File: config.mk
export PLATFORM = sky130hd
export DESIGN_NAME = frame_loader
export DESIGN_NICKNAME = d
export VERILOG_FILES = /design/src/common/panel_pkg.sv /design/src/verilog/frame_loader.sv
export SDC_FILE = /design/constraint.sdc
export NUM_CORES = 1
export LEC_CHECK = 0
export ABC_AREA = 1
export BUFFER_PORTS_ARGS = -buffer_cell sky130_fd_sc_hd__buf_2
export CORE_UTILIZATION = 50
export DETAILED_ROUTE_END_ITERATION = 8
export PLACE_DENSITY = 0.83
export SLEW_MARGIN = 20
export SYNTH_ARGS = -nofsm -noshare
export SYNTH_HDL_FRONTEND = slang
export SYNTH_SLANG_ARGS = --single-unit
File: constraint.sdc
create_clock -name clk -period 2 [get_ports clk]
set_clock_uncertainty 0.2 [all_clocks]
set_input_delay 0.5 -clock clk [delete_from_list [all_inputs] [get_ports clk]]
set_output_delay 0.5 -clock clk [all_outputs]
set_load 0.02 [all_outputs]
File: src/common/panel_pkg.sv
//////////////////////////////
// Field widths bound the size parameters set on the top level.
// Row 31, column 31 and byte 3 are the largest addresses.
//////////////////////////////
package panel_pkg;

    localparam int ROW_BITS  = 5;
    localparam int COL_BITS  = 5;
    localparam int BYTE_BITS = 2;
    localparam int ADDR_BITS = ROW_BITS + COL_BITS + BYTE_BITS;

    typedef logic [ROW_BITS-1:0]  row_addr_t;
    typedef logic [COL_BITS-1:0]  col_addr_t;
    typedef logic [BYTE_BITS-1:0] byte_addr_t;

    // Row is the most significant field.
    typedef struct packed {
        row_addr_t  row;
        col_addr_t  col;
        byte_addr_t pix_byte;
    } fb_addr_t;

    // The RAM indexes by the flat view, the rest by fields.
    typedef union packed {
        fb_addr_t              fields;
        logic [ADDR_BITS-1:0]  index;
    } fb_addr_u;

    typedef struct packed {
        logic       en;
        fb_addr_u   addr;
        logic [7:0] data;
    } ram_wr_t;

    typedef struct packed {
        fb_addr_u   addr;
        logic [7:0] data;
        logic       last;   // Final beat of a frame.
    } scan_beat_t;

    localparam logic [7:0] OPC_LOAD_FRAME = 8'h01;
    localparam logic [7:0] OPC_SET_PIXEL  = 8'h02;
    localparam logic [7:0] OPC_SHOW       = 8'h03;

endpackage

File: src/verilog/frame_loader.sv
//////////////////////////////
// Takes exactly one full frame, written from the last address down.
//////////////////////////////
`timescale 1ns/1ps

module frame_loader #(
    parameter int PIXEL_HEIGHT    = 16,
    parameter int PIXEL_WIDTH     = 16,
    parameter int BYTES_PER_PIXEL = 3
) (
    input  logic               clk,
    input  logic               reset,
    input  logic [7:0]         byte_data,
    input  logic               enable,
    output panel_pkg::ram_wr_t wr,
    output logic               done
);

    localparam panel_pkg::row_addr_t  ROW_LAST  = panel_pkg::row_addr_t'(PIXEL_HEIGHT - 1);
    localparam panel_pkg::col_addr_t  COL_LAST  = panel_pkg::col_addr_t'(PIXEL_WIDTH - 1);
    localparam panel_pkg::byte_addr_t BYTE_LAST =
        panel_pkg::byte_addr_t'(BYTES_PER_PIXEL - 1);

    logic                loading;   // A frame is partly written.
    logic                wr_en;
    panel_pkg::fb_addr_u wr_addr;
    logic          [7:0] wr_data;
    panel_pkg::fb_addr_t next_addr;
    logic                last_byte;

    assign wr = '{en: wr_en, addr: wr_addr, data: wr_data};

    //////////////////////////////
    // Address countdown.
    //////////////////////////////
    always_comb begin
        next_addr = wr_addr.fields;
        if (!loading) begin
            next_addr.row      = ROW_LAST;
            next_addr.col      = COL_LAST;
            next_addr.pix_byte = BYTE_LAST;
        end else if (wr_addr.fields.pix_byte != '0) begin
            next_addr.pix_byte = wr_addr.fields.pix_byte - 1'b1;
        end else begin
            next_addr.pix_byte = BYTE_LAST;
            if (wr_addr.fields.col == '0) begin
                next_addr.col = COL_LAST;
                next_addr.row = wr_addr.fields.row - 1'b1;
            end else begin
                next_addr.col = wr_addr.fields.col - 1'b1;
            end
        end
    end

    assign last_byte = (next_addr == '0);   // Address zero closes the frame.

    always_ff @(posedge clk) begin
        if (reset) begin
            loading <= 1'b0;
            wr_en   <= 1'b0;
            done    <= 1'b0;
        end else begin
            wr_en <= enable;
            done  <= enable && last_byte;
            if (enable) loading <= !last_byte;
        end
    end

    // Write payload follows the accepted byte.
    always_ff @(posedge clk) begin
        if (enable) begin
            wr_addr.fields <= next_addr;
            wr_data        <= byte_data;
        end
    end

endmodule

# == After elaboration in Yosys (flattened, before gate mapping) ==
# Index checks and enable logic that the tools add are counted.
# word_totals
ff_bits,23
latchBits,0
mem_bits_rw,0
romBits,0
inputBits,11
output_inout_bits,22
word_cells,18
memories,0
# classes
add_sub_neg,3
multipliers,0
n_div,0
order_cmp,0
n_eq_ne,0
n_shift,0
n_mux,5
bitwise,0
n_reduce_logical,5
# op_table
cell,count
$logic_not 12->1,1
$mux 12,1
$mux 10,1
$mux 5,2
$sub 5x1->5 const B,2
$logic_not 5->1,1
$mux 2,1
$reduce_bool 2->1,1
$sub 2x1->2 const B,1
$logic_and 1x1->1,1
$logic_not 1->1,1

# == Logic depth before layout (Yosys ltp) ==
# logic_depth
depth_word,6
ltp_mapped,13
depth_no_buf,13

# == Worst setup path after synthesis ==
# No wires, ideal clock.
# synth_path
kind,reg2reg
startpoint,register wr_addr[0] in the netlist's numbering
endpoint,register wr_addr[10] in the netlist's numbering (data pin)
setup_ns,0.254
arrival_ns,1.340
t_required_ns,1.546
slack_ns,0.206
stages_incl_launch_ff,10
n_path_buf,0
period_less_slack_ns,1.794
cell_sequence,edfxtp_1 inv_1 ha_1 nand2_2 inv_2 nand3_4 nor2_1 nor2_1 nor2_1 inv_1
# synth_rtl
element,line,source
"start, declared",frame_loader.sv:26,panel_pkg::fb_addr_u wr_addr;

# == Worst setup path after layout ==
# layout_path
startpoint,register wr_addr[2] in the netlist's numbering
endpoint,register done
# layout_via
elab_chain_len,6
word_cells_on_any_way,8
classes_between,add/sub (1); mux (4); reduce/logical (3)
# layout_lines
element,line,source
$sub 5x1->5 / $logic_not 5->1 (equally long branches),"frame_loader.sv:50, frame_loader.sv:46",
$mux 5,frame_loader.sv:46,if (wr_addr.fields.col == '0) begin
$mux 10 (*),frame_loader.sv:42,end else if (wr_addr.fields.pix_byte != '0) begin
$mux 12 (*),frame_loader.sv:38,if (!loading) begin
$logic_not 12->1 (*),frame_loader.sv:55,assign last_byte = (next_addr == '0);
$logic_and 1x1->1 (*),frame_loader.sv:64,done <= enable && last_byte;
"end signal, assigned",frame_loader.sv:64,
"end, declared",frame_loader.sv:16,output logic done
# Mark *: on every way between the ends. The rest lies on a longest branch, timed or not.
# A chain may end at the register's enable or synchronous reset.

==> out/results.ini <==
[floorplanning]
start_util=0.553
core_region_area_um2=2020
fp-row-count=16
io-pin-count=33
fp.dieH_um=49.3
dieArea_um2=2430
die_x_um=49.3

[clock_tree]
cts-buffers-inserted=3
cts.hold.buffers_added=0
clockBufferDepth=2
htreeDepth=1
clkSinkCount=23
cts_tree=yes
clk_latency_ns=0.31
path_clk_slew_ns=0.12
cts_root_buffer=clkbuf_4

[place]
dp_hpwl_um=1610
portBuffers=32
place.gp.congestion=0.873

[worst_setup_path]
cp-start-kind=flop
worstSetupEndpointType=flop
r2r_slack_ns=0.12
critPathCapture=done
r2r_start=wr_addr[2]
cp.arrival_ns=1.94
crit_fanout=8
critPathLaunch=wr_addr[2]
critical_path_class=flop to flop
r2r_cells=12
critPathRequiredTime_ns=2.06
r2r_end=done

[routing]
via_per_inst=5.02
wire_per_inst_um=12.3
drc=0
vias=919
first_iter_violations=23
drt_wl_total_um=2240
ant_nets=0
firstDrtPassIters=4

[grt]
globalRouteOverflowTotal=0
grt_pass1_vias=854
grt_usage=0.201
grt_pass1_wl_um=3660
grt_max_degree=23
antenna_found_initial=0

[power]
p_int_mw=0.658
p_leak_nw=0.652
clkPwrFrac=0.245
p_total_mw=0.867
power_density_nw_per_um2=627
p_switching_mw=0.209
ir_worst_vdd_mv=0.515
combinationalPowerShare=0.116
switching_share=0.241
pwr-share-seq=0.638

[timing]
period_minus_slack_ns=1.88
report.final.slew_viol_count=0
fmax_mhz=532
setup_viol=0
finalHoldViolCount=0
finalSetupTns_ns=0
slew_headroom=0.811
period_share=0.940
rsz0062_at_grt=yes
holdWs_ns=0.154
tightest_slew_ns=0.282

[synth]
seq_area_frac_synth=0.591
synth.distinct_cells=19
ys_ff_latch=23
synth_cells=116
synth_area_um2=1120
yosysWarningCount=0
synth.avg_cell_area_um2=9.63
syn_nets=131

[flow_run]
drv_cap=0

[hold_path]
hp-class=primary input to flop

[outcome]
status=completed

[cells_and_area]
insertedDiodeCount=0
area_delta_synth_final_pct=23.7
drive_gt1_frac=0.327
fin_nets=172

[cells by family after synthesis]
group / share of synthesized area
flip-flops: 0.591
buffers and inverters: 0.107
AO/OA/AOI/OAI: 0.0336
AND/OR/NAND/NOR: 0.223
adder cells (fa/ha/maj): 0.0448
[worst min-delay path by stage]
stage | to | start | cells after the start | slack [ns]
final | wr_data[2] | byte_data[2] | 1 | 0.15
after global routing | wr_data[7] | byte_data[7] | 1 | 0.14
after CTS | wr_data[2] | byte_data[2] | 1 | 0.15
after detailed placement | wr_addr[3] | loading | 1 | 0.34
after global placement | wr_addr[1] | loading | 1 | 0.33
after floorplan | wr_addr[1] | loading | 1 | 0.29
[repair_timing]
| item | CTS | global route |
|---|---|---|
| buffers inserted | 0 | 4 |
| gates resized for setup | 0 | 6 |
| endpoints found under the setup margin | 0 | 2 |
[critical path, stage by stage, from the launching register on]
cell	delay (ns)
edfxtp_1	0.45
inv_1	0.10
ha_2	0.18
nand2_2	0.07
inv_2	0.09
nand3_4	0.11
inv_2	0.09
a21oi_2	0.05
nor2_1	0.14
nand2_1	0.10
nor2_2	0.11
nand2_1	0.05
nor2_1	0.09
[metrics by stage]
| step | instances | instance area [um2] | utilization | setup slack (ns) |
|---|---|---|---|---|
| detailed placement | 175 | 1310 | 0.647 | 0.0742 |
| CTS | 179 | 1330 | 0.660 | 0.0374 |
| finish | 183 | 1380 | 0.684 | 0.120 |
| floorplan | 116 | 1120 | - | 0.206 |
| global placement | 175 | 1310 | 0.647 | 0.197 |
| global route | 183 | 1380 | 0.684 | -0.0467 |
[cells in the final DEF (no fill, tap or decap)]
cell type,count
nor3_1,1
o21ai_0,2
nand3_4,1
nand2_2,1
o21bai_1,1
ha_4,1
clkbuf_1,1
a21oi_2,1
nor2_4,1
buf_2,32
nand4_1,4
buf_4,6
nor2_1,14
a21oi_1,3
clkbuf_4,3
nand3_1,10
ha_1,2
ha_2,1
nand2_1,20
inv_1,24
inv_2,3
edfxtp_1,20
nor2_2,1
dfxtp_1,3
[registers in the layout, summed over array words and instances (netlist names)]
signal   count
wr_addr     12
wr_en        1
wr_data      8
loading      1
done         1
[synthesized netlist by cell type]
library cell | n | share of area
o21ai_0 | 2 | 0.0090
o21bai_1 | 1 | 0.0067
edfxtp_1 | 20 | 0.54
inv_1 | 26 | 0.087
inv_2 | 1 | 0.0034
nand2_1 | 20 | 0.067
buf_6 | 1 | 0.010
nor2_2 | 1 | 0.0056
a21oi_1 | 4 | 0.018
nor2_4 | 1 | 0.010
nor2_1 | 14 | 0.047
nor3_1 | 1 | 0.0045
nand4_1 | 4 | 0.022
dfxtp_1 | 3 | 0.054
nand3_1 | 10 | 0.045
buf_4 | 1 | 0.0067
nand3_4 | 1 | 0.016
nand2_2 | 1 | 0.0056
ha_1 | 4 | 0.045
[layout make-up]
type / count / area [um2]
multi-input cells: 64 / 355
well taps: 27 / 33.8
fillers: 160 / 639
clock buffers: 4 / 26.3
flip-flops and latches: 23 / 661
inverters: 27 / 101
repair buffers: 38 / 205
[per-layer routing]
metal	part of all wire	vias to the layer above	routed length [um]	track usage
li1	-	455	-	-
met1	0.41	414	921	0.232
met2	0.51	39	1140	0.352
met3	0.050	11	113	0.0312
met4	0.028	0	63	0.113
met5	0	-	0	0
[power groups by stage]
stage | sequential [mW] | combinational (mW) | clock, mW
floorplan | 0.590 | 0.0293 | 0
detailed placement | 0.565 | 0.0950 | 0
finish | 0.553 | 0.101 | 0.213
CTS | 0.554 | 0.0950 | 0.217
global route | 0.557 | 0.110 | 0.236
global placement | 0.563 | 0.0930 | 0
No activity file was read; power rests on OpenSTA's default activity.
