<file path="src/common/panel_pkg.sv">
//////////////////////////////
// Field widths bound the size parameters set on the top level.
// Row 31, column 31 and byte 3 are the largest addresses.
//////////////////////////////
package panel_pkg;

    localparam int ROW_BITS  = 5;
    localparam int COL_BITS  = 5;
    localparam int BYTE_BITS = 2;
    localparam int ADDR_BITS = ROW_BITS + COL_BITS + BYTE_BITS;

    typedef logic [ROW_BITS-1:0]  row_addr_t;
    typedef logic [COL_BITS-1:0]  col_addr_t;
    typedef logic [BYTE_BITS-1:0] byte_addr_t;

    // Row is the most significant field.
    typedef struct packed {
        row_addr_t  row;
        col_addr_t  col;
        byte_addr_t pix_byte;
    } fb_addr_t;

    // The RAM indexes by the flat view, the rest by fields.
    typedef union packed {
        fb_addr_t              fields;
        logic [ADDR_BITS-1:0]  index;
    } fb_addr_u;

    typedef struct packed {
        logic       en;
        fb_addr_u   addr;
        logic [7:0] data;
    } ram_wr_t;

    typedef struct packed {
        fb_addr_u   addr;
        logic [7:0] data;
        logic       last;   // Final beat of a frame.
    } scan_beat_t;

    localparam logic [7:0] OPC_LOAD_FRAME = 8'h01;
    localparam logic [7:0] OPC_SET_PIXEL  = 8'h02;
    localparam logic [7:0] OPC_SHOW       = 8'h03;

endpackage

</file>
<file path="src/framebuffer/frame_scanout.sv">
//////////////////////////////
// Streams valid addresses only, ascending. Beats hold under back-pressure.
//////////////////////////////
`timescale 1ns/1ps

module frame_scanout #(
    parameter int PIXEL_HEIGHT    = 16,
    parameter int PIXEL_WIDTH     = 16,
    parameter int BYTES_PER_PIXEL = 3
) (
    input  logic                  clk,
    input  logic                  reset,
    input  logic                  start,
    output logic                  busy,
    output panel_pkg::fb_addr_u   rd_addr,
    input  logic [7:0]            rd_data,
    output panel_pkg::scan_beat_t scan_out,
    output logic                  scan_valid,
    input  logic                  scan_ready
);

    localparam panel_pkg::fb_addr_t LAST_ADDR = '{
        row:      panel_pkg::row_addr_t'(PIXEL_HEIGHT - 1),
        col:      panel_pkg::col_addr_t'(PIXEL_WIDTH - 1),
        pix_byte: panel_pkg::byte_addr_t'(BYTES_PER_PIXEL - 1)
    };

    panel_pkg::fb_addr_t   cur;
    logic                  walking;
    logic                  in_flight;
    logic                  issue;
    logic                  pop;
    logic                  cur_last;
    logic            [1:0] count;
    panel_pkg::fb_addr_u   tag_addr;
    logic                  tag_last;
    panel_pkg::scan_beat_t entry0;
    panel_pkg::scan_beat_t entry1;
    panel_pkg::scan_beat_t incoming;

    assign rd_addr    = panel_pkg::fb_addr_u'(cur);
    assign cur_last   = (cur == LAST_ADDR);
    assign scan_valid = (count != 2'd0);
    assign scan_out   = entry0;
    assign pop        = scan_valid && scan_ready;
    assign busy       = walking || in_flight || scan_valid;
    // Buffered beats plus the read in flight stay within two.
    assign issue = walking && (({1'b0, count} + {2'b0, in_flight} - {2'b0, pop}) < 3'd2);

    //////////////////////////////
    // Address walker.
    //////////////////////////////
    always_ff @(posedge clk) begin
        if (reset) begin
            walking   <= 1'b0;
            in_flight <= 1'b0;
        end else begin
            in_flight <= issue;
            if (start && !busy) walking <= 1'b1;
            else if (issue && cur_last) walking <= 1'b0;
        end
    end

    always_ff @(posedge clk) begin
        if (start && !busy) begin
            cur <= '0;
        end else if (issue) begin
            if (cur.pix_byte != LAST_ADDR.pix_byte) begin
                cur.pix_byte <= cur.pix_byte + 1'b1;
            end else begin
                cur.pix_byte <= '0;
                if (cur.col != LAST_ADDR.col) begin
                    cur.col <= cur.col + 1'b1;
                end else begin
                    cur.col <= '0;
                    cur.row <= cur.row + 1'b1;
                end
            end
        end
        if (issue) begin
            tag_addr <= panel_pkg::fb_addr_u'(cur);   // Travels with the read.
            tag_last <= cur_last;
        end
    end

    //////////////////////////////
    // Two-entry skid buffer.
    //////////////////////////////
    assign incoming = '{addr: tag_addr, data: rd_data, last: tag_last};

    always_ff @(posedge clk) begin
        if (reset) begin
            count <= 2'd0;
        end else begin
            count <= count + {1'b0, in_flight} - {1'b0, pop};
        end
    end

    always_ff @(posedge clk) begin
        if (in_flight && (count == 2'd0 || (count == 2'd1 && pop))) begin
            entry0 <= incoming;
        end else if (pop) begin
            entry0 <= entry1;   // Head advances.
        end
        if (in_flight && ((count == 2'd1 && !pop) || (count == 2'd2 && pop))) begin
            entry1 <= incoming;
        end
    end

endmodule

</file>
<file path="config.mk">
export PLATFORM = sky130hd
export DESIGN_NAME = frame_scanout
export DESIGN_NICKNAME = d
export VERILOG_FILES = /design/src/common/panel_pkg.sv /design/src/framebuffer/frame_scanout.sv
export SDC_FILE = /design/constraint.sdc
export NUM_CORES = 1
export LEC_CHECK = 0
export ABC_AREA = 0
export ABC_CLOCK_PERIOD_IN_PS = 4450
export BUFFER_PORTS_ARGS = -buffer_cell sky130_fd_sc_hd__buf_2
export CAP_MARGIN = 10
export CORE_ASPECT_RATIO = 0.6
export CORE_MARGIN = 1.5
export CORE_UTILIZATION = 60
export CTS_BUF_LIST = sky130_fd_sc_hd__clkbuf_16
export CTS_CLUSTER_SIZE = 16
export DETAILED_ROUTE_END_ITERATION = 8
export PLACE_DENSITY = 0.85
export SLEW_MARGIN = 25
export SYNTH_ARGS = -nofsm -noshare
export SYNTH_HDL_FRONTEND = slang
export SYNTH_SLANG_ARGS = --single-unit
</file>
<file path="constraint.sdc">
create_clock -name clk -period 4.45 [get_ports clk]
set_input_delay 0.2225 -clock clk [delete_from_list [all_inputs] [get_ports clk]]
set_output_delay 0.2225 -clock clk [all_outputs]
set_load 0.1 [all_outputs]
</file>
Word-level counts from Yosys, hierarchy flattened:

Index checks and enable logic that the tools add are counted.
W data, S select, Z words.

* register bits after elaboration: 71
* latch bits: 0
* RAM bits: 0
* memory bits (read-only): 0
* input port bits: 12
* output and inout port bits: 35
* logic and storage cells: 56
* memories kept: 0

* add/sub/neg operators: 7
* $mul: 0
* divide/modulo/power cells: 0
* order comparisons: 1
* eq/ne operators: 5
* shift-type cells: 0
* muxes and demuxes: 6
* bitwise logic cells: 2
* reduce and logical (&&, ||, !) cells: 21

Operators with widths (count)
* $mux W21: 2
* $eq A12 B11 Y1 const B: 1
* $add A5 B1 Y5 const B: 2
* $logic_and A1 B1 Y1: 9
* $reduce_bool A2 Y1: 3
* $mux W5: 1
* $ne A5 B4 Y1 const B: 1
* $logic_or A1 B1 Y1: 4
* $add A2 B1 Y3: 1
* $lt A3 B2 Y1 const B: 1
* $reduce_and A3 Y1: 1
* $sub A3 B1 Y3: 1
* $add A2 B1 Y2: 1
* $add A2 B1 Y2 const B: 1
* $eq A2 B1 Y1 const B: 1
* $eq A2 B2 Y1 const B: 1
* $logic_not A1 Y1: 2
* $logic_not A2 Y1: 1
* $mux W1: 2
* $mux W2: 1
* $ne A2 B2 Y1 const B: 1
* $not A1 Y1: 2
* $reduce_and A2 Y1: 1
* $sub A2 B1 Y2: 1

Logic depth before layout (Yosys ltp):

* depth after elaboration: 8
* depth in mapped cells: 11
* depth with buffers taken out: 9

Least setup slack after synthesis:

Ideal clock, no wire load.

* path kind: register to register
* from: register count[1]
* to: register tag_addr[0] (netlist name) (enable)
* library setup time: 0.384 ns
* data arrival time: 3.039 ns
* required time: 4.066 ns
* setup slack: 1.027 ns
* stages on the path, launching flop included: 11
* path buffers: 2
* period minus slack after synthesis: 3.423 ns
* cells stage by stage: dfxtp_1 -> buf_6 -> or2_2 -> and2_1 -> ha_1 -> inv_1 -> ha_1 -> fa_1 -> xnor2_2 -> buf_6 -> nor2_1

* longest elaborated chain between the ends: 5
* elaborated cells on any way between the ends: 6
* classes of those cells: 2 x add/sub; 1 x order compare; 3 x reduce/logical

RTL lines
* start, declared: RTL line frame_scanout.sv:34 `logic [1:0] count;`
* start signal, assigned: RTL line frame_scanout.sv:95 `count <= count + {1'b0, in_flight} - {1'b0, pop};`
* $reduce_bool A2 Y1: RTL line frame_scanout.sv:43 `assign scan_valid = (count != 2'd0);`
* named net scan_valid: RTL line frame_scanout.sv:18 `output logic scan_valid,`
* $logic_and A1 B1 Y1: RTL line frame_scanout.sv:45 `assign pop = scan_valid && scan_ready;`
* $sub A3 B1 Y3: RTL line frame_scanout.sv:48 `assign issue = walking && (({1'b0, count} + {2'b0, in_flight} - {2'b0, pop}) < 3'd2);`
* $lt A3 B2 Y1: RTL line frame_scanout.sv:48
* $logic_and A1 B1 Y1: RTL line frame_scanout.sv:48
* named net issue: RTL line frame_scanout.sv:31 `logic issue;`
* end signal, assigned: RTL line frame_scanout.sv:81 `tag_addr <= panel_pkg::fb_addr_u'(cur);`
* end, declared: RTL line frame_scanout.sv:35 `panel_pkg::fb_addr_u tag_addr;`

The timed path passes the listed nets, and every way through them passes these cells.
A chain may end at the register's enable or synchronous reset.

Worst setup path in the final report:

* from: register count[1]
* to: register cur (netlist bit rd_addr[5])

* longest elaborated chain between the ends: 6
* elaborated cells on any way between the ends: 10
* classes of those cells: 2 x add/sub; 1 x order compare; 7 x reduce/logical

RTL lines
* parallel branches: the longest is 6 deep, another holds $add A2 B1 Y3
* end, declared: RTL line frame_scanout.sv:28 `panel_pkg::fb_addr_t cur;`

Parallel ways; which one is timed is not known.

==> impl_metrics.py <==
metrics = {
    "sta": {
        "finalSetupViolCount": 0,
        "max_freq_ghz": 0.328,
        "rsz0062_at_grt": "no",
        "maxSlewViolCount": 0,
        "relSlewSlack": 0.429,
        "holdWs_ns": 0.0780,
        "fin_skew_ns": 0.00532,
        "worstMarginPinSlew_ns": 0.857,
        "fin_setup_tns_ns": 0,
        "period_share": 0.685,
        "hold_violations": 0,
        "timing.final.crit_period_ns": 3.05,
    },
    "cells_and_area": {
        "final_nets": 245,
        "fin_area_um2": 3440,
        "antenna_cells": 0,
        "final_cell_count_no_fill": 296,
        "areaGrowthSynthToFinish_pct": 19.2,
        "drive_gt1_frac": 0.442,
    },
    "critical_path": {
        "crit_required_ns": 4.71,
        "rrSetupSlack_ns": 1.40,
        "critPathLaunch": "count[1]$_SDFF_PP0_",
        "path_class": "flip-flop to flip-flop",
        "regToRegEndpoint": "rd_addr[5]$_SDFFE_PP0P_",
        "rr_worst_depth": 9,
        "arrival_ns": 3.31,
        "endpoint_kind": "flip-flop",
        "cp_max_fo": 9,
        "rr_startpoint": "count[1]$_SDFF_PP0_",
        "cp-start-kind": "flip-flop",
        "critPathCapture": "rd_addr[5]$_SDFFE_PP0P_",
    },
    "floorplanning": {
        "die_h_um": 56.8,
        "pin_count": 47,
        "rows": 19,
        "die_area_um2": 5250,
        "die_x_um": 92.6,
        "coreArea_um2": 4610,
        "start_util": 0.626,
    },
    "logic_synthesis": {
        "synth_edf_count": 55,
        "netlist.area_leader.share": 0.572,
        "yosysUniqueCellTypes": 41,
        "synth_top_area_cell": "edfxtp_1",
        "netlist_top_cells_area": "edfxtp_1, dfxtp_1, mux2_2",
        "syn_inst": 176,
        "synthTopCellsByCount": "edfxtp_1, mux2_2, dfxtp_1",
        "ys_async_sr_fraction": 0,
        "avgSynthCellArea_um2": 16.4,
        "ys_ff_latch": 71,
        "yosysMostFrequentCell": "edfxtp_1",
        "yosysSeqAreaShare": 0.683,
        "synth_flop_cell": "edfxtp_1",
        "syn-cell-area_um2": 2890,
        "synth_nets": 193,
        "synth_warnings": 0,
    },
    "global_routing": {
        "grt_use_total": 0.227,
        "grt_start_max_net_pins": 22,
        "antenna_found_initial": 0,
        "grt_pass1_wl_um": 8410,
        "grt-ovfl-total": 0,
        "grt_pass1_vias": 1605,
    },
    "placement": {
        "place.gp.congestion": 0.904,
        "hpwl_um": 3500,
        "dp.cells": 280,
        "portBuffers": 46,
        "place_area_um2": 3150,
    },
    "outcome": {
        "outcome": "finished clean",
    },
    "drt": {
        "drtPass1Iterations": 4,
        "vias": 1677,
        "finalWirelength_um": 5310,
        "drc": 0,
        "avgRoutedWirePerCell_um": 18.0,
        "drt-initial-drc-count": 174,
        "via_per_inst": 5.67,
        "antenna_left": 0,
    },
    "worst_hold_path": {
        "hp-class": "input port to flip-flop",
    },
    "clocking": {
        "post_cts_resize_count": 0,
        "cts_sinks": 71,
        "cts_hold_buf": 0,
        "h-tree-depth": 3,
        "clk_pin_slew_worst_paths_ns": 0.06,
        "root_buffer": "clkbuf_16",
        "cts-buffers-inserted": 9,
        "cts_tree": "built",
        "insertion_delay_ns": 0.33,
        "cts_max_path_buffers": 2,
        "cts_setup_buffers": 0,
    },
    "job": {
        "maxCapViolations": 0,
    },
}
[layout by cell type, fill, tap and decap left out, types with 2 or more instances in the layout]
| cell | instances |
|---|---|
| edfxtp_1 | 55 |
| buf_2 | 46 |
| mux2_2 | 21 |
| dfxtp_1 | 16 |
| clkbuf_16 | 9 |
| inv_1 | 6 |
| nand3_1 | 6 |
| o21ai_2 | 6 |
| mux2i_1 | 6 |
| o21ai_0 | 6 |
| nor3_1 | 5 |
| a21oi_1 | 4 |
| ha_1 | 4 |
| o21bai_2 | 3 |
| nor2_1 | 2 |
| nand4bb_1 | 2 |
| nor2b_1 | 2 |
| a211oi_1 | 2 |
| or4_1 | 2 |
| clkinvlp_4 | 2 |
| buf_4 | 2 |
[worst min-delay path by stage]
| stage | to | slack, ns | cells after the start | start |
|---|---|---|---|---|
| after global placement | entry1[3]$_DFFE_PP_ | 0.42 | 1 | rd_data[2] |
| after floorplan | count[0]$_SDFF_PP0_ | 0.29 | 1 | reset |
| after detailed placement | entry1[6]$_DFFE_PP_ | 0.42 | 1 | rd_data[5] |
| after global routing | entry1[3]$_DFFE_PP_ | 0.07 | 1 | rd_data[2] |
| final | entry1[6]$_DFFE_PP_ | 0.08 | 1 | rd_data[5] |
| after CTS | entry1[6]$_DFFE_PP_ | 0.07 | 1 | rd_data[5] |
[critical path: stages (launching register included)]
cell,delay (ns)
dfxtp_1,0.39
or2_2,0.33
and2_1,0.18
ha_1,0.27
inv_1,0.04
ha_1,0.18
fa_1,0.48
nand4bb_1,0.45
or4_1,0.58
o21ai_0,0.08
[area by class of cell]
| class | count | area (um^2) |
|---|---|---|
| fillers | 291 | 1170 |
| clock buffers | 9 | 225 |
| well taps | 63 | 78.8 |
| flip-flops and latches | 71 | 1970 |
| inverters | 6 | 22.5 |
| multi-input cells | 92 | 830 |
| clock inverters | 7 | 71.3 |
| repair buffers | 48 | 245 |
[kinds of logic (layout without fill, tap and decap cells)]
| logic type | Yosys count | after routing | share of synthesized area |
|---|---|---|---|
| AOI/OAI and AO/OA | 25 | 25 | 0.0645 |
| DFF | 71 | 71 | 0.683 |
| xor gates and xnor gates | 2 | 2 | 0.00866 |
| muxes | 27 | 27 | 0.103 |
| adders and majority gates | 5 | 5 | 0.0243 |
| buffers and inverters | 13 | 70 | 0.0316 |
| and+or+nand+nor | 33 | 33 | 0.0858 |
[sequential cells by signal, summed over array words and instances (netlist names)]
register,flops
tag_addr,12
in_flight,1
rd_addr,12
count,2
walking,1
entry1,21
tag_last,1
scan_out,21
[metrics by stage]
step                worst slack [ns]   util
floorplan                       1.03      -
global placement                1.53  0.683
detailed placement              1.42  0.683
CTS                             1.42  0.747
global route                    1.24  0.747
finish                          1.40  0.747
[routing by layer]
layer  share of wire  track usage  up-vias
met5               0            0        -
li1                -            -      791
met2            0.46        0.331       61
met4           0.030        0.105        0
met1            0.45        0.302      809
met3           0.057       0.0854       16
Power is left out: the tool's default activity adds up to more than one toggle a clock period on the data nets, which glitch-free logic cannot reach.
