## src/common/panel_pkg.sv

```systemverilog
//////////////////////////////
// Field widths bound the size parameters set on the top level.
// Row 31, column 31 and byte 3 are the largest addresses.
//////////////////////////////
package panel_pkg;

    localparam int ROW_BITS  = 5;
    localparam int COL_BITS  = 5;
    localparam int BYTE_BITS = 2;
    localparam int ADDR_BITS = ROW_BITS + COL_BITS + BYTE_BITS;

    typedef logic [ROW_BITS-1:0]  row_addr_t;
    typedef logic [COL_BITS-1:0]  col_addr_t;
    typedef logic [BYTE_BITS-1:0] byte_addr_t;

    // Row is the most significant field.
    typedef struct packed {
        row_addr_t  row;
        col_addr_t  col;
        byte_addr_t pix_byte;
    } fb_addr_t;

    // The RAM indexes by the flat view, the rest by fields.
    typedef union packed {
        fb_addr_t              fields;
        logic [ADDR_BITS-1:0]  index;
    } fb_addr_u;

    typedef struct packed {
        logic       en;
        fb_addr_u   addr;
        logic [7:0] data;
    } ram_wr_t;

    typedef struct packed {
        fb_addr_u   addr;
        logic [7:0] data;
        logic       last;   // Final beat of a frame.
    } scan_beat_t;

    localparam logic [7:0] OPC_LOAD_FRAME = 8'h01;
    localparam logic [7:0] OPC_SET_PIXEL  = 8'h02;
    localparam logic [7:0] OPC_SHOW       = 8'h03;

endpackage

```

## src/verilog/cmd_dispatch.sv

```systemverilog
//////////////////////////////
// Unknown opcodes are dropped. Input stalls during scan-out.
//////////////////////////////
`timescale 1ns/1ps

module cmd_dispatch (
    input  logic               clk,
    input  logic               reset,
    input  logic [7:0]         cmd_data,
    input  logic               cmd_valid,
    output logic               cmd_ready,
    output logic [7:0]         byte_data,
    output logic               loader_enable,
    output logic               writer_enable,
    input  logic               loader_done,
    input  logic               writer_done,
    input  panel_pkg::ram_wr_t loader_wr,
    input  panel_pkg::ram_wr_t writer_wr,
    output panel_pkg::ram_wr_t wr,
    output logic               scan_start,
    input  logic               scan_busy
);

    typedef enum logic [1:0] {
        AWAIT_OPCODE,
        ROUTE_LOADER,
        ROUTE_WRITER,
        WAIT_SCAN
    } state_t;

    state_t state;
    state_t state_next;
    logic   ready_q;
    logic   accept;
    logic   opcode_slot;

    assign cmd_ready = ready_q;
    assign accept    = cmd_valid && ready_q;
    assign byte_data = cmd_data;

    // A handler's done cycle already takes the next opcode.
    assign opcode_slot = (state == AWAIT_OPCODE)
        || (state == ROUTE_LOADER && loader_done)
        || (state == ROUTE_WRITER && writer_done);

    assign loader_enable = accept && state == ROUTE_LOADER && !loader_done;
    assign writer_enable = accept && state == ROUTE_WRITER && !writer_done;
    assign scan_start    = accept && opcode_slot && cmd_data == panel_pkg::OPC_SHOW;

    always_comb begin
        state_next = state;
        if (state == WAIT_SCAN) begin
            if (!scan_busy) state_next = AWAIT_OPCODE;
        end else if (opcode_slot) begin
            state_next = AWAIT_OPCODE;
            if (accept) begin
                case (cmd_data)
                    panel_pkg::OPC_LOAD_FRAME: state_next = ROUTE_LOADER;
                    panel_pkg::OPC_SET_PIXEL:  state_next = ROUTE_WRITER;
                    panel_pkg::OPC_SHOW:       state_next = WAIT_SCAN;
                    default:                   state_next = AWAIT_OPCODE;
                endcase
            end
        end
    end

    always_ff @(posedge clk) begin
        if (reset) begin
            state   <= AWAIT_OPCODE;
            ready_q <= 1'b0;
        end else begin
            state   <= state_next;
            ready_q <= (state_next != WAIT_SCAN);
        end
    end

    // Handler writes lag their byte by one cycle, still in the same state.
    always_comb begin
        case (state)
            ROUTE_LOADER: wr = loader_wr;
            ROUTE_WRITER: wr = writer_wr;
            default:      wr = '0;
        endcase
    end

endmodule

```

## config.mk

```make
export PLATFORM = sky130hd
export DESIGN_NAME = cmd_dispatch
export DESIGN_NICKNAME = d
export VERILOG_FILES = /design/src/common/panel_pkg.sv /design/src/verilog/cmd_dispatch.sv
export SDC_FILE = /design/constraint.sdc
export NUM_CORES = 1
export LEC_CHECK = 0
export ABC_AREA = 1
export BUFFER_PORTS_ARGS = -buffer_cell sky130_fd_sc_hd__buf_2
export CAP_MARGIN = 20
export CORE_MARGIN = 2
export CORE_UTILIZATION = 29
export CTS_CLUSTER_SIZE = 14
export DETAILED_ROUTE_END_ITERATION = 12
export PLACE_DENSITY = 0.8
export SKIP_LAST_GASP = 1
export SYNTH_ARGS = -nofsm -noshare
export SYNTH_HDL_FRONTEND = slang
export SYNTH_SLANG_ARGS = --single-unit
```

## constraint.sdc

```tcl
create_clock -name clk -period 1.7 [get_ports clk]
set_clock_uncertainty 0.05 [all_clocks]
set_input_delay 0.255 -clock clk [delete_from_list [all_inputs] [get_ports clk]]
set_output_delay 0.255 -clock clk [all_outputs]
set_load 0.02 [all_outputs]
```

* Yosys cells after proc, flatten, opt, wreduce, memory -nomap -nowiden *
Index checks and enable logic that the tools add are counted.

storage, ports and cells
  bits in registers = 3
  input port bits = 56
  output and inout bits = 33

cells by class
  equality and inequality tests = 7
  mux-type cells = 6
  reduce and logical (&&, ||, !) cells = 14

operators by type and width
  cell                count
  $pmux 21 s2         1
  $eq 8x2->1 const B  2
  $logic_and 1x1->1   9
  $eq 8x1->1 const B  1
  $mux 2              4
  $pmux 2 s3          1
  $eq 2x2->1 const B  2
  $eq 2x1->1 const B  1
  $logic_not 1->1     2
  $logic_not 2->1     1
  $logic_or 1x1->1    2
  $ne 2x2->1 const B  1

* Depth between registers and ports, before layout *
Gate-level depths: netlist (run 1).

  depth after elaboration = 7
  depth in mapped cells = 10

* Least setup slack after synthesis (run 1) *
OpenSTA, ideal clock, no wires.

  path type = register -> output
  from = register state[0]
  to = output wr[0] in the netlist's numbering
  arrival = 1.277 ns
  required time = 1.395 ns
  slack = 0.118 ns
  stages on the path, launching flop included = 6
  buffers on the path = 1
  cells stage by stage = dfxtp_1 -> inv_1 -> ha_1 -> inv_1 -> clkbuf_1 -> a21oi_1

RTL lines
  what                    RTL line            RTL
  start, declared         cmd_dispatch.sv:31  state_t state;
  start signal, assigned  cmd_dispatch.sv:72  state <= state_next;
  end, declared           cmd_dispatch.sv:19  output panel_pkg::ram_wr_t wr,

==> results of run 1 <==
[state kept, by name, summed over array words and instances (netlist names)]
name       flops
cmd_ready      1
state          2
[stage by stage]
step                  util  setup slack [ps]  instances  setup TNS [ps]
finish              0.6964            -109.1        241           -1294
floorplan                -             118.3        121               0
global route        0.6964            -126.0        241           -2219
detailed placement  0.5364             34.99        228               0
CTS                 0.6237            -61.79        237          -849.7
global placement    0.5364             30.32        228               0
[how the worst max path moves through the flow]
stage             start  endpoint  depth (start not counted)
2_1_floorplan  state[0]     wr[0]                          5
5_1_grt        state[1]     wr[8]                          5
6_report       state[1]     wr[6]                          5
3_3_place_gp   state[1]     wr[0]                          5
4_1_cts        state[1]     wr[8]                          5
3_5_place_dp   state[1]    wr[19]                          5
[routing by layer]
| layer | global-route usage | part of all wire | up-vias | wire (µm) |
|---|---|---|---|---|
| met3 | 0.03333 | 0.080 | 6 | 234 |
| met1 | 0.2030 | 0.37 | 513 | 1089 |
| li1 | - | - | 560 | - |
| met4 | 0.1019 | 0.020 | 0 | 60 |
| met2 | 0.4111 | 0.53 | 67 | 1547 |
| met5 | 0 | 0 | - | 0 |
[cell usage in the layout (no fill, tap or decap), types with 2 or more instances in the layout]
cell type	n
a21oi_1	2
a21oi_2	19
buf_2	66
buf_4	27
buf_6	4
clkbuf_4	3
clkinvlp_4	4
dfxtp_2	2
ha_4	3
inv_1	3
inv_2	2
nand2_1	55
nand3_1	2
nor2_1	10
o21ai_0	2
[cells by family after synthesis]
logic type,share of synthesized area
fa+ha+maj,0.08231
compound gates,0.1893
buf+inv,0.1872
simple gates,0.4424
flops,0.09877
[worst max-delay path: cells and delay by family, from the launching register on]
family                   cells  cell delay [ps]
adder cells (fa/ha/maj)      1              330
AO/OA/AOI/OAI                1              170
flip-flops                   1              340
buffers and inverters        3              420
[power by group]
part | total (mW) | internal, mW | switching [mW]
sequential | 0.0726 | 0.0720 | 0.000540
combinational | 0.0996 | 0.0546 | 0.0450
clock | 0.130 | 0.0883 | 0.0417
total | 0.302 | 0.215 | 0.0872
[area by class of cell]
| cell class | instances | area [µm²] |
|---|---|---|
| clock buffers | 4 | 26.28 |
| fillers | 177 | 595.6 |
| inverters | 7 | 32.53 |
| multi-input cells | 97 | 548.0 |
| flip-flops and latches | 3 | 62.56 |
| well taps | 27 | 33.78 |
| repair buffers | 100 | 640.6 |
| repair inverters | 3 | 22.52 |
[timing repair]
action	4_1_cts	5_1_grt
pin swaps	4	5
setup buffers	1	3
hold endpoints to repair	0	0
endpoints found under the setup margin	22	24
gates resized for setup	31	36
gates cloned	4	1
==> flow_summary.toml, run 1 <==
[layout]
drive_above_1_share = 0.6355
design_area_mm2 = 0.001366
antenna_cells = 0
syn_to_final_growth_pct = 124.7
finalNetCount = 275

[detailed_routing]
drt_iter0_markers = 17
vias = 1146
detail-route-antenna-nets = 0
wirelength_um = 2931
vias_per_cell = 4.755
wire_per_inst_um = 12.16
drt-pass1-iter-count = 4
post-route-drc-count = 0

[synth]
seq_area_frac_synth = 0.09877
synth_area_leaders = "nand2_1, a21oi_1, dfxtp_1"
postSynthCellCount = 121
synth_area_um2 = 608.1
yosys.cell_types.count = 13
synth_most_common_cell = "nand2_1"
synth_fp_nets = 181
syn_area_per_cell_um2 = 5.025
synth_common_cells = "nand2_1, a21oi_1, nor2_1"
netlist.area_leader.share = 0.3457
async_flop_share = 0
yosysTopAreaCell = "nand2_1"
synth_edf_count = 0
synth_seq_cells = 3
yosys_warnings = 0
synth_ff_type = "dfxtp_1"

[grt]
grt_max_degree = 18
antenna_found_initial = 0
grtUsageTotal = 0.2076
grt-ovfl-total = 0
first_global_vias = 963
grt_pass1_wl_um = 3995

[sta]
slew_viol_final = 0
relSlewSlack = 0.8732
holdWs_ps = 151.9
fmax_ghz = 0.5528
period_share = 1.064
hold_viol = 0
period_minus_slack_ps = 1809
tightest_slew_ps = 189.9
grt_setup_unrepaired = "true"
setup_slack_ps = -109.1
setup_viol = 22

[clock_network]
ctsHoldBuffers = 0
clk_pin_slew_ps = 40
cts_num_sinks = 3
cts_tree = "yes"
root_buffer = "clkbuf_4"
cts.htree.levels = 1
cts-buffers-inserted = 3
clk_latency_ps = 240
clk_path_buf_depth = 2

[setup_path]
reg2reg_from = "state[1]"
rr_worst_depth = 13
cp.arrival_ps = 1500
cp_cell_sequence = "inv_4 -> ha_4 -> clkinvlp_4 -> a21oi_2 -> buf_2"
timing.rr.end = "cmd_ready"
max_stage_delay_ps = 340
critPathLaunchType = "flip-flop"
critical_path_required_ps = 1390
path_max_fanout = 5
reg2reg_slack_ps = 20
crit_slowest_cell = "dfxtp_2"
cp-end-kind = "output pin"
worstSetupPathType = "flip-flop to output pin"

[worst_hold_path]
min_from = "reset"
hold_end = "state[0]"
holdPathStages = 2
hp-class = "primary input to flip-flop"

[floorplan]
core_area_mm2 = 0.001962
chipWidth_um = 49.79
die_h_um = 49.79
io_pins = 89
rows = 16
start_util = 0.3099
die-area_mm2 = 0.002479

[status]
status = "finished, violations left"
violations = "negative setup slack"

[placement]
place_area_mm2 = 0.001052
port-buffer-count = 88
globalplace.congestion = 0.7629
place_hpwl_um = 1743

[run]
drv_cap = 0

[pwr]
max-vdd-ir-drop_mv = 0.2399
p_leak_nw = 0.6141
fin_total_pwr_mw = 0.3022
power_density_mw_per_mm2 = 221.2
(Power assumes the default switching activity.)
==> run 2, diff against run 1 <==
--- a/config.mk
+++ b/config.mk
@@ -10,9 +10,11 @@
 export CAP_MARGIN = 20
 export CORE_MARGIN = 2
 export CORE_UTILIZATION = 29
-export CTS_CLUSTER_SIZE = 14
+export CTS_CLUSTER_SIZE = 16
 export DETAILED_ROUTE_END_ITERATION = 12
+export GPL_ROUTABILITY_DRIVEN = 0
 export PLACE_DENSITY = 0.8
+export SKIP_CTS_REPAIR_TIMING = 1
 export SKIP_LAST_GASP = 1
 export SYNTH_ARGS = -nofsm -noshare
 export SYNTH_HDL_FRONTEND = slang
==> flow_summary.toml, run 2 (synthesis gave the netlist of run 1 again) <==
[clock_network]
cts.htree.levels = 1
clk_latency_ps = 230
clk_pin_slew_ps = 40
root_buffer = "clkbuf_4"
cts_tree = "yes"
cts_num_sinks = 3
cts-buffers-inserted = 3
clk_path_buf_depth = 2

[layout]
fillCellCount = 183
final_cell_mix = "buf_2, nand2_1, buf_4, a21oi_2, nor2_1"
final_common_cell = "buf_2"
finalNetCount = 272
regMostFlops = "state"
syn_to_final_growth_pct = 121.6
final_cell_count_no_fill = 238
antenna_cells = 0
largest_reg_flops = 2
drive_above_1_share = 0.6351

[floorplan]
start_util = 0.3099
die-area_mm2 = 0.002479
chipWidth_um = 49.79
core_area_mm2 = 0.001962
die_h_um = 49.79
io_pins = 89
rows = 16

[setup_path]
path_max_fanout = 5
cp-end-kind = "output pin"
endpoint = "wr[15]"
cp.arrival_ps = 1480
reg2reg_from = "state[0]"
rr_worst_depth = 11
critical_path_required_ps = 1390
reg2reg_slack_ps = 280
timing.rr.end = "cmd_ready"
worstSetupPathType = "flip-flop to output pin"
critPathLaunchType = "flip-flop"
critPathLaunch = "state[1]"

[sta]
grt_setup_unrepaired = "true"
fin_tns_setup_ps = -994.5
period_share = 1.049
relSlewSlack = 0.8836
fmax_ghz = 0.5608
hold_viol = 0
slew_viol_final = 0
tightest_slew_ps = 174.2
setup_slack_ps = -83.33
setup_viol = 22
period_minus_slack_ps = 1783

[placement]
place_hpwl_um = 1743
dp_cells = 228
port-buffer-count = 88

[pwr]
intPower_mw = 0.2146
comb_power_share = 0.334
power_switching_mw = 0.08510
clkPwrFrac = 0.424
seqPwrFrac = 0.242
p_leak_nw = 0.5995
max-vdd-ir-drop_mv = 0.2359
switching_share = 0.2839
fin_total_pwr_mw = 0.2997
power_density_mw_per_mm2 = 222.4

[status]
status = "finished, violations left"
violations = "negative setup slack"

[grt]
antenna_found_initial = 0
grt-ovfl-total = 0
grt.busiest_layer = "met2"
grtUsageTotal = 0.1696
grt_max_degree = 23
use_met1 = 0.1845
grt_util_met2 = 0.3044
grtUsageMet3 = 0.03333
grt_pass1_wl_um = 3325
first_global_vias = 828

[run]
drv_cap = 0

[detailed_routing]
vias_per_cell = 4.622
wirelength_um = 2897
post-route-drc-count = 0
wire_per_inst_um = 12.17
drt-pass1-iter-count = 4
drt_iter0_markers = 11
detail-route-antenna-nets = 0
vias = 1100

[worst_hold_path]
holdPathStages = 2
hp-class = "primary input to flip-flop"
==> run 2: cell count changes in the layout (fill, tap and decap cells not counted), sizes merged <==
cell | before | now
buf | 100 | 96
clkbuf | 4 | 5
==> run 2: worst min path at each step <==
stage | slack (ps) | start | end
after detailed placement | 400 | reset | cmd_ready
after CTS | 150 | reset | cmd_ready
final | 160 | reset | state[0]
after global routing | 150 | reset | state[0]
after floorplan | 280 | reset | cmd_ready
after global placement | 400 | reset | cmd_ready
==> run 2: cell type report <==
type	count	area (µm²)	area share
Tap cell	27	33.78	0.02507
Clock buffer	4	26.28	0.01950
Timing Repair Buffer	97	618.1	0.4587
Inverter	7	32.53	0.02414
Multi-Input combinational cell	97	551.8	0.4095
Sequential cell	3	62.56	0.04643
Timing Repair inverter	3	22.52	0.01671
==> run 2: routing by layer <==
layer  wire length (µm)  vias up
met2               1499       56
met1               1161      490
met5                  0        -
met3                204        2
met4                 31        0
li1                   -      552
==> run 2: metrics by stage <==
step | util | setup slack [ps] | instance area, µm² | hold slack, ps
4_1_cts | 0.5497 | -218.3 | 1079 | 145.7
3_5_place_dp | 0.5364 | 34.99 | 1052 | 398.5
2_1_floorplan | - | 118.3 | 608.1 | 277.4
6_report | 0.6869 | -83.33 | 1348 | 155.4
5_1_grt | 0.6869 | -142.7 | 1348 | 148.9
3_3_place_gp | 0.5364 | 30.32 | 1052 | 397.4
==> run 2: power by group through the flow <==
stage               clock, mW  combinational [mW]  sequential (mW)
global route            0.134               0.108           0.0727
detailed placement          0              0.0961           0.0737
finish                  0.127               0.100           0.0726
floorplan                   0              0.0340           0.0754
global placement            0              0.0952           0.0737
CTS                     0.132              0.0966           0.0726
==> run 2: worst max-delay path, stage by stage, from the launching register on <==
cell and delay, ps:
dfxtp_2 340, inv_4 50, ha_4 330, clkinvlp_4 190, a21oi_2 190, buf_6 140
